--- config.mk ---
export PLATFORM = sky130hd
export DESIGN_NAME = eth_controller_top
export DESIGN_NICKNAME = d
export VERILOG_FILES = /design/src/hdl/eth_host_pkg.sv /design/src/hdl/eth_chip_pkg.sv /design/src/hdl/eth_cmd_sequencer.sv /design/src/hdl/eth_cmd_fifo.sv /design/src/hdl/eth_chip_port.sv /design/src/hdl/eth_controller_top.sv
export SDC_FILE = /design/constraint.sdc
export NUM_CORES = 1
export LEC_CHECK = 0
export BUFFER_PORTS_ARGS = -buffer_cell sky130_fd_sc_hd__buf_4
export CAP_MARGIN = 20
export CELL_PAD_IN_SITES_DETAIL_PLACEMENT = 0
export CELL_PAD_IN_SITES_GLOBAL_PLACEMENT = 2
export CORE_MARGIN = 1.5
export CORE_UTILIZATION = 42
export DETAILED_ROUTE_END_ITERATION = 7
export GPL_ROUTABILITY_DRIVEN = 0
export GPL_TIMING_DRIVEN = 0
export PLACE_DENSITY = 0.75
export SLEW_MARGIN = 15
export SYNTH_ARGS = -nofsm -noshare
export SYNTH_HDL_FRONTEND = slang
export SYNTH_SLANG_ARGS = --single-unit
--- constraint.sdc ---
create_clock -name clk -period 3.1 [get_ports clk]
set_input_delay 0.62 -clock clk [delete_from_list [all_inputs] [get_ports clk]]
set_output_delay 0.62 -clock clk [all_outputs]
set_load 0.05 [all_outputs]
--- src/hdl/eth_host_pkg.sv ---
`default_nettype none

// host side of the DM9000 access controller.
package eth_host_pkg;

    // chip register index carried by one host access.
    localparam int REG_ADDR_W = 8;

    // host data and chip data bus width.
    localparam int DATA_W = 16;

    // sequencer phases of one host access.
    typedef enum logic {
        SEQ_IDLE = 1'b0, // waiting for a host strobe.
        SEQ_DATA = 1'b1  // index entry pushed, data entry next.
    } seq_state_t;

endpackage

`default_nettype wire

--- src/hdl/eth_chip_pkg.sv ---
`default_nettype none

// chip side command encoding.
package eth_chip_pkg;

    localparam int OP_W = 2;

    typedef enum logic [OP_W-1:0] {
        OP_INDEX = 2'd0, // index write, cmd low.
        OP_WRITE = 2'd1, // data write, cmd high.
        OP_READ  = 2'd2  // data read, cmd high.
    } chip_op_t;

    // opcode on top, data word below.
    localparam int CMD_W = OP_W + eth_host_pkg::DATA_W;

    typedef enum logic [1:0] {
        PORT_IDLE   = 2'd0,
        PORT_STROBE = 2'd1,
        PORT_HOLD   = 2'd2
    } port_state_t;

endpackage

`default_nettype wire

--- src/hdl/eth_cmd_sequencer.sv ---
`timescale 1ns/10ps
`default_nettype none

module eth_cmd_sequencer #(
    parameter int FIFO_DEPTH = 4
) (
    input  wire logic                                clk,
    input  wire logic                                rst,
    input  wire logic                                host_write,
    input  wire logic                                host_read,
    input  wire logic [eth_host_pkg::REG_ADDR_W-1:0] host_reg,
    input  wire logic [eth_host_pkg::DATA_W-1:0]     host_wdata,
    input  wire logic [$clog2(FIFO_DEPTH):0]         free_slots,
    output logic                                     host_busy,
    output logic                                     push,
    output logic [eth_chip_pkg::CMD_W-1:0]           push_cmd
);

    localparam int FREE_W = $clog2(FIFO_DEPTH) + 1;

    eth_host_pkg::seq_state_t state;
    logic                            accept;
    logic                            rd_q;
    logic [eth_host_pkg::DATA_W-1:0] wdata_q;

    // a push still in flight is not yet counted by the FIFO.
    assign host_busy = (state == eth_host_pkg::SEQ_DATA) ||
                       (free_slots < (FREE_W'(2) + FREE_W'(push)));

    assign accept = (host_write || host_read) && !host_busy;

    always_ff @(posedge clk or posedge rst) begin
        if (rst) begin
            state <= eth_host_pkg::SEQ_IDLE;
            push  <= 1'b0;
        end else begin
            push <= 1'b0;
            case (state)
                eth_host_pkg::SEQ_IDLE: begin
                    if (accept) begin
                        push  <= 1'b1; // index entry.
                        state <= eth_host_pkg::SEQ_DATA;
                    end
                end
                eth_host_pkg::SEQ_DATA: begin
                    push  <= 1'b1; // data entry, always adjacent.
                    state <= eth_host_pkg::SEQ_IDLE;
                end
                default: state <= eth_host_pkg::SEQ_IDLE;
            endcase
        end
    end

    always_ff @(posedge clk) begin
        if (state == eth_host_pkg::SEQ_IDLE) begin
            if (accept) begin
                rd_q     <= host_read && !host_write; // write wins a double strobe.
                wdata_q  <= host_wdata;
                push_cmd <= {eth_chip_pkg::OP_INDEX,
                             eth_host_pkg::DATA_W'(host_reg)};
            end
        end else begin
            if (rd_q) begin
                push_cmd <= {eth_chip_pkg::OP_READ, eth_host_pkg::DATA_W'(0)};
            end else begin
                push_cmd <= {eth_chip_pkg::OP_WRITE, wdata_q};
            end
        end
    end

endmodule

`default_nettype wire

--- src/hdl/eth_cmd_fifo.sv ---
`timescale 1ns/10ps
`default_nettype none

module eth_cmd_fifo #(
    parameter int FIFO_DEPTH = 4
) (
    input  wire logic                           clk,
    input  wire logic                           rst,
    input  wire logic                           push,
    input  wire logic [eth_chip_pkg::CMD_W-1:0] push_cmd,
    input  wire logic                           pop,
    output logic [eth_chip_pkg::CMD_W-1:0]      pop_cmd,
    output logic                                empty,
    output logic [$clog2(FIFO_DEPTH):0]         free_slots
);

    localparam int PTR_W = $clog2(FIFO_DEPTH);
    localparam int CNT_W = PTR_W + 1;

    logic [eth_chip_pkg::CMD_W-1:0] mem [FIFO_DEPTH];
    logic [PTR_W-1:0]               wr_ptr;
    logic [PTR_W-1:0]               rd_ptr;
    logic [CNT_W-1:0]               count;
    logic                           do_push;
    logic                           do_pop;

    assign empty      = (count == '0);
    assign free_slots = CNT_W'(FIFO_DEPTH) - count;
    assign pop_cmd    = mem[rd_ptr]; // head entry.

    assign do_push = push && (count != CNT_W'(FIFO_DEPTH));
    assign do_pop  = pop && !empty;

    always_ff @(posedge clk) begin
        if (do_push) begin
            mem[wr_ptr] <= push_cmd;
        end
    end

    // pointers wrap on their own, depth is a power of two.
    always_ff @(posedge clk or posedge rst) begin
        if (rst) begin
            wr_ptr <= '0;
            rd_ptr <= '0;
            count  <= '0;
        end else begin
            if (do_push) begin
                wr_ptr <= wr_ptr + 1'b1;
            end
            if (do_pop) begin
                rd_ptr <= rd_ptr + 1'b1;
            end
            case ({do_push, do_pop})
                2'b10:   count <= count + 1'b1;
                2'b01:   count <= count - 1'b1;
                default: count <= count; // both or neither.
            endcase
        end
    end

endmodule

`default_nettype wire

--- src/hdl/eth_chip_port.sv ---
`timescale 1ns/10ps
`default_nettype none

module eth_chip_port (
    input  wire logic                            clk,
    input  wire logic                            rst,
    input  wire logic                            empty,
    input  wire logic [eth_chip_pkg::CMD_W-1:0]  pop_cmd,
    input  wire logic [eth_host_pkg::DATA_W-1:0] sd_in,
    input  wire logic                            chip_intr,
    output logic                                 pop,
    output logic                                 cs_n,
    output logic                                 ior_n,
    output logic                                 iow_n,
    output logic                                 cmd,
    output logic [eth_host_pkg::DATA_W-1:0]      sd_out,
    output logic                                 sd_oe,
    output logic [eth_host_pkg::DATA_W-1:0]      host_rdata,
    output logic                                 host_rdata_valid,
    output logic                                 irq
);

    eth_chip_pkg::port_state_t       state;
    eth_chip_pkg::chip_op_t          head_op;
    logic [eth_host_pkg::DATA_W-1:0] head_data;
    logic [eth_host_pkg::DATA_W-1:0] wdata_q;
    logic                            intr_meta;

    assign head_op   = eth_chip_pkg::chip_op_t'(pop_cmd[eth_chip_pkg::CMD_W-1 -:
                                                        eth_chip_pkg::OP_W]);
    assign head_data = pop_cmd[eth_host_pkg::DATA_W-1:0];

    // head is taken in the same cycle it is decoded.
    assign pop = (state == eth_chip_pkg::PORT_IDLE) && !empty;

    assign sd_out = sd_oe ? wdata_q : '0;

    always_ff @(posedge clk or posedge rst) begin
        if (rst) begin
            state            <= eth_chip_pkg::PORT_IDLE;
            cs_n             <= 1'b1;
            ior_n            <= 1'b1;
            iow_n            <= 1'b1;
            cmd              <= 1'b0;
            sd_oe            <= 1'b0;
            host_rdata_valid <= 1'b0;
        end else begin
            host_rdata_valid <= 1'b0;
            case (state)
                eth_chip_pkg::PORT_IDLE: begin
                    if (pop) begin
                        cs_n  <= 1'b0;
                        cmd   <= (head_op != eth_chip_pkg::OP_INDEX); // low selects index.
                        iow_n <= (head_op == eth_chip_pkg::OP_READ);
                        ior_n <= (head_op != eth_chip_pkg::OP_READ);
                        sd_oe <= (head_op != eth_chip_pkg::OP_READ);
                        state <= eth_chip_pkg::PORT_STROBE;
                    end
                end
                eth_chip_pkg::PORT_STROBE: begin
                    // chip drives sd_in only while ior_n is low.
                    host_rdata_valid <= !ior_n;
                    ior_n            <= 1'b1;
                    iow_n            <= 1'b1;
                    state            <= eth_chip_pkg::PORT_HOLD;
                end
                eth_chip_pkg::PORT_HOLD: begin
                    cs_n  <= 1'b1; // data held through this phase.
                    sd_oe <= 1'b0;
                    state <= eth_chip_pkg::PORT_IDLE;
                end
                default: state <= eth_chip_pkg::PORT_IDLE;
            endcase
        end
    end

    always_ff @(posedge clk) begin
        if (pop) begin
            wdata_q <= head_data;
        end
        if (state == eth_chip_pkg::PORT_STROBE && !ior_n) begin
            host_rdata <= sd_in;
        end
    end

    // two flop synchronizer.
    always_ff @(posedge clk or posedge rst) begin
        if (rst) begin
            intr_meta <= 1'b0;
            irq       <= 1'b0;
        end else begin
            intr_meta <= chip_intr;
            irq       <= intr_meta;
        end
    end

endmodule

`default_nettype wire

--- src/hdl/eth_controller_top.sv ---
`timescale 1ns/10ps
`default_nettype none

module eth_controller_top #(
    parameter int FIFO_DEPTH = 4
) (
    input  wire logic                                clk,
    input  wire logic                                rst,
    input  wire logic                                host_write,
    input  wire logic                                host_read,
    input  wire logic [eth_host_pkg::REG_ADDR_W-1:0] host_reg,
    input  wire logic [eth_host_pkg::DATA_W-1:0]     host_wdata,
    output logic                                     host_busy,
    output logic [eth_host_pkg::DATA_W-1:0]          host_rdata,
    output logic                                     host_rdata_valid,
    output logic                                     cs_n,
    output logic                                     ior_n,
    output logic                                     iow_n,
    output logic                                     cmd,
    output logic [eth_host_pkg::DATA_W-1:0]          sd_out,
    output logic                                     sd_oe,
    input  wire logic [eth_host_pkg::DATA_W-1:0]     sd_in,
    input  wire logic                                chip_intr,
    output logic                                     irq
);

    logic                           push;
    logic [eth_chip_pkg::CMD_W-1:0] push_cmd;
    logic [$clog2(FIFO_DEPTH):0]    free_slots;
    logic                           pop;
    logic [eth_chip_pkg::CMD_W-1:0] pop_cmd;
    logic                           empty;

    eth_cmd_sequencer #(
        .FIFO_DEPTH(FIFO_DEPTH)
    ) eth_cmd_sequencer_inst (
        .clk       (clk),
        .rst       (rst),
        .host_write(host_write),
        .host_read (host_read),
        .host_reg  (host_reg),
        .host_wdata(host_wdata),
        .free_slots(free_slots),
        .host_busy (host_busy),
        .push      (push),
        .push_cmd  (push_cmd)
    );

    eth_cmd_fifo #(
        .FIFO_DEPTH(FIFO_DEPTH)
    ) eth_cmd_fifo_inst (
        .clk       (clk),
        .rst       (rst),
        .push      (push),
        .push_cmd  (push_cmd),
        .pop       (pop),
        .pop_cmd   (pop_cmd),
        .empty     (empty),
        .free_slots(free_slots)
    );

    eth_chip_port eth_chip_port_inst (
        .clk             (clk),
        .rst             (rst),
        .empty           (empty),
        .pop_cmd         (pop_cmd),
        .sd_in           (sd_in),
        .chip_intr       (chip_intr),
        .pop             (pop),
        .cs_n            (cs_n),
        .ior_n           (ior_n),
        .iow_n           (iow_n),
        .cmd             (cmd),
        .sd_out          (sd_out),
        .sd_oe           (sd_oe),
        .host_rdata      (host_rdata),
        .host_rdata_valid(host_rdata_valid),
        .irq             (irq)
    );

endmodule

`default_nettype wire

==> flow_metrics.env <==
export IMPL_rows=42
export IMPL_fin_ws_ps=258
export IMPL_hold_slack_ps=302
export IMPL_port_buffers=84
export IMPL_r2r_end="eth_cmd_fifo_inst.count[2]"
export IMPL_arrival_ps=2220
export IMPL_wire_per_inst_microns=15.1
export IMPL_fmax_mhz=352
export IMPL_io_pins=85
export IMPL_die_h_microns=121
export IMPL_syn_inst=295
export IMPL_synth_top_area_share_pct=71.8
export IMPL_synth_compound_area_share_pct=1.66
export IMPL_ir_drop_v=0.000430
export IMPL_synth_area_mux_share_pct=7.66
export IMPL_grt_overflow=0
export IMPL_regToRegStartpoint="eth_cmd_fifo_inst.count[0]"
export IMPL_cts_sinks=158
export IMPL_start_util_pct=43.4
export IMPL_die_x_microns=121
export IMPL_grt_pass1_wl_microns=14300
export IMPL_yosys_warnings=0
export IMPL_path_clk_slew_ps=60
export IMPL_fin_nets=455
export IMPL_syn_area_sq_um=5820
export IMPL_crit_type="reg2out"
export IMPL_synth_edf_count=139
export IMPL_ys_types=35
export IMPL_cp_cell_sequence="inv_1 > ha_1 > ha_1 > a21boi_0 > or2_2 > buf_4"
export IMPL_ys_ff_latch=158
export IMPL_dieArea_sq_um=14600
export IMPL_critPathRequiredTime_ps=2480
export IMPL_syn2layout_area_growth_pct=24.7
export IMPL_placed_cell_area_sq_um=6710
export IMPL_powerDensity_nw_per_um2=1160
export IMPL_yosys_area_share_simple_pct=5.64
export IMPL_crit_fanout=3
export IMPL_dp_slack_ps=145
export IMPL_status="finished clean"
export IMPL_yosysMostFrequentCell="edfxtp_1"
export IMPL_post_route_period_util_pct=91.7
export IMPL_endpoint_kind="primary output"
export IMPL_via_count=2742
export IMPL_rsz0062_at_grt="false"
export IMPL_ys_seq_area_share_pct=80.0
export IMPL_cpMaxStageDelayCell="a21boi_0"
export IMPL_max_cap_violations=0
export IMPL_tritoncts="built"
export IMPL_start_kind="register"
export IMPL_drc=0
export IMPL_slew_viol_final=0
export IMPL_post_route_cell_area_sq_um=7250
export IMPL_worst_slew_pin_slew_ps=946
export IMPL_synthFlopType="edfxtp_1"
export IMPL_cts_setup_buffers=0
export IMPL_antenna_found_initial=0
export IMPL_yosysTopAreaCell="edfxtp_1"
export IMPL_ant_nets=0
export IMPL_drive_above_1_share_pct=33.1
export IMPL_wirelength_microns=8930
export IMPL_whs_path_depth=1
export IMPL_vias_per_cell=4.65
export IMPL_core_sq_um=13400
export IMPL_grt_total_usage_pct=13.6
export IMPL_skew_ps=7.62
export IMPL_p_leak_uw=0.00278
export IMPL_cts_path_max_buffers=2
export IMPL_hp_start="chip_intr"
export IMPL_min_path_type="in2reg"
export IMPL_r2r_cells=12
export IMPL_maxSlewHeadroom_pct=36.9
export IMPL_grt_start_max_net_pins=21
export IMPL_htree_levels=4
export IMPL_hold_viol_final=0
export IMPL_root_buffer="clkbuf_16"
export IMPL_cts_hold_buf=0
export IMPL_min_to="eth_chip_port_inst.intr_meta"
export IMPL_critical_path_max_stage_delay_ps=450
export IMPL_cp_top_family="adder cells"
export IMPL_synth_top_family_by_area="multiplexers"
export IMPL_numCtsBuffers=17
export IMPL_critPathMostFrequentCell="ha_1"
export IMPL_insertion_delay_ps=420
export IMPL_final_setup_viol_count=0
export IMPL_cts_resized=0
export IMPL_avgSynthCellArea_sq_um=19.7
export IMPL_yosys_top_cells_count="edfxtp_1 (139), and2_1 (29), inv_1 (18), dfrtp_1 (16), nand2_1 (14)"
export IMPL_diodes=0
export IMPL_grt_pass1_vias=2726
export IMPL_crit_buf_inv=2
export IMPL_synth_xor_xnor_area_share_pct=0.903
export IMPL_synth_nets=349
export IMPL_r2r_slack_ps=270
export IMPL_synth_area_leaders="edfxtp_1 (72%), dfrtp_1 (6.9%), mux4_2 (3.9%)"
export IMPL_synthArstFlopShare_pct=12.0
export IMPL_dr_pass1_iters=4
export IMPL_drtIter0Drc=92
export IMPL_synthAdderAreaFrac_pct=2.06
export IMPL_fin_crit_ps=2840
export IMPL_dp_hpwl_microns=5920
flip-flops by register name, indices dropped and copies added (netlist names), 3 cells and up:
register / flops
eth_cmd_sequencer_inst.wdata_q: 16
eth_cmd_fifo_inst.mem: 72
eth_chip_port_inst.host_rdata: 16
eth_cmd_sequencer_inst.push_cmd: 18
eth_cmd_fifo_inst.count: 3
eth_chip_port_inst.wdata_q: 16
per-stage QoR:
step / instances / total power, uW / utilization (%) / TNS, ps
2_1_floorplan: 295 / 5710 / - / 0
3_3_place_gp: 555 / 6460 / 49.8 / -2990
3_5_place_dp: 558 / 6600 / 50.1 / 0
4_1_cts: 590 / 8540 / 54.1 / 0
5_1_grt: 590 / 8870 / 54.1 / 0
6_report: 590 / 8410 / 54.1 / 0
routing by layer:
layer	global-route usage, %	part of all wire (%)	vias up
met5	0	0	-
met4	6.18	2.1	0
li1	-	-	1313
met1	17.2	44	1319
met3	5.47	6.8	16
met2	20.7	47	94
kinds of logic after synthesis:
family	Yosys count
XOR/XNOR	6
AO/OA/AOI/OAI	17
multiplexers	19
buffers and inverters	28
flip-flops	158
AND/OR/NAND/NOR	58
adder cells (fa/ha/maj)	9
layout by cell type (no fill, tap or decap), types with 2 or more instances in the layout:
cell         n
edfxtp_1   139
nand2b_1     2
bufinv_16    2
buf_2        3
clkinv_2     5
inv_1       18
nor3_2       2
nor2b_1      4
xnor2_1      5
dfrtp_1     16
and2_1      29
clkbuf_1    10
mux4_2      10
nand2_1     14
mux4_1       8
buf_4       87
clkbuf_16   17
a21oi_1      2
ha_1         8
o21ai_0     10
dfstp_2      3
nor2_1       2
buf_6        2
worst max-delay path by stage:
stage                               start                                 end  cells past startpoint
2_1_floorplan  eth_cmd_fifo_inst.count[0]         eth_cmd_sequencer_inst.rd_q                      5
3_3_place_gp   eth_cmd_fifo_inst.count[0]  eth_cmd_sequencer_inst.wdata_q[14]                      5
3_5_place_dp   eth_cmd_fifo_inst.count[0]          eth_cmd_fifo_inst.count[2]                     12
4_1_cts        eth_cmd_fifo_inst.count[0]          eth_cmd_fifo_inst.count[2]                     12
5_1_grt        eth_cmd_fifo_inst.count[0]          eth_cmd_fifo_inst.count[2]                     12
6_report       eth_cmd_fifo_inst.count[0]                           host_busy                      6
worst reg2reg max path, cell delays in order (launching register included):
cell and delay (ps):
dfrtp_1 370, inv_1 80, ha_1 230, ha_1 220
or3_1 310, clkbuf_2 180, clkinv_2 290, ha_1 260
inv_1 60, fa_1 370, xor2_1 150, nor2_1 110
xnor2_1 130
final cells by class:
cell class | instances | area, sq um
Timing Repair Buffer | 87 | 657
Buffer | 9 | 50.0
Fill cell | 1099 | 6150
Clock buffer | 24 | 452
Multi-Input combinational cell | 109 | 1060
Inverter | 19 | 72.6
Clock inverter | 8 | 92.6
Tap cell | 176 | 220
Sequential cell | 158 | 4650
report_power, final:
group | switching [uW] | internal, uW | total [uW]
Combinational | 1660 | 957 | 2610
Sequential | 315 | 3550 | 3870
Clock | 752 | 1180 | 1930
Note: power is estimated with default switching activity, not from simulation.
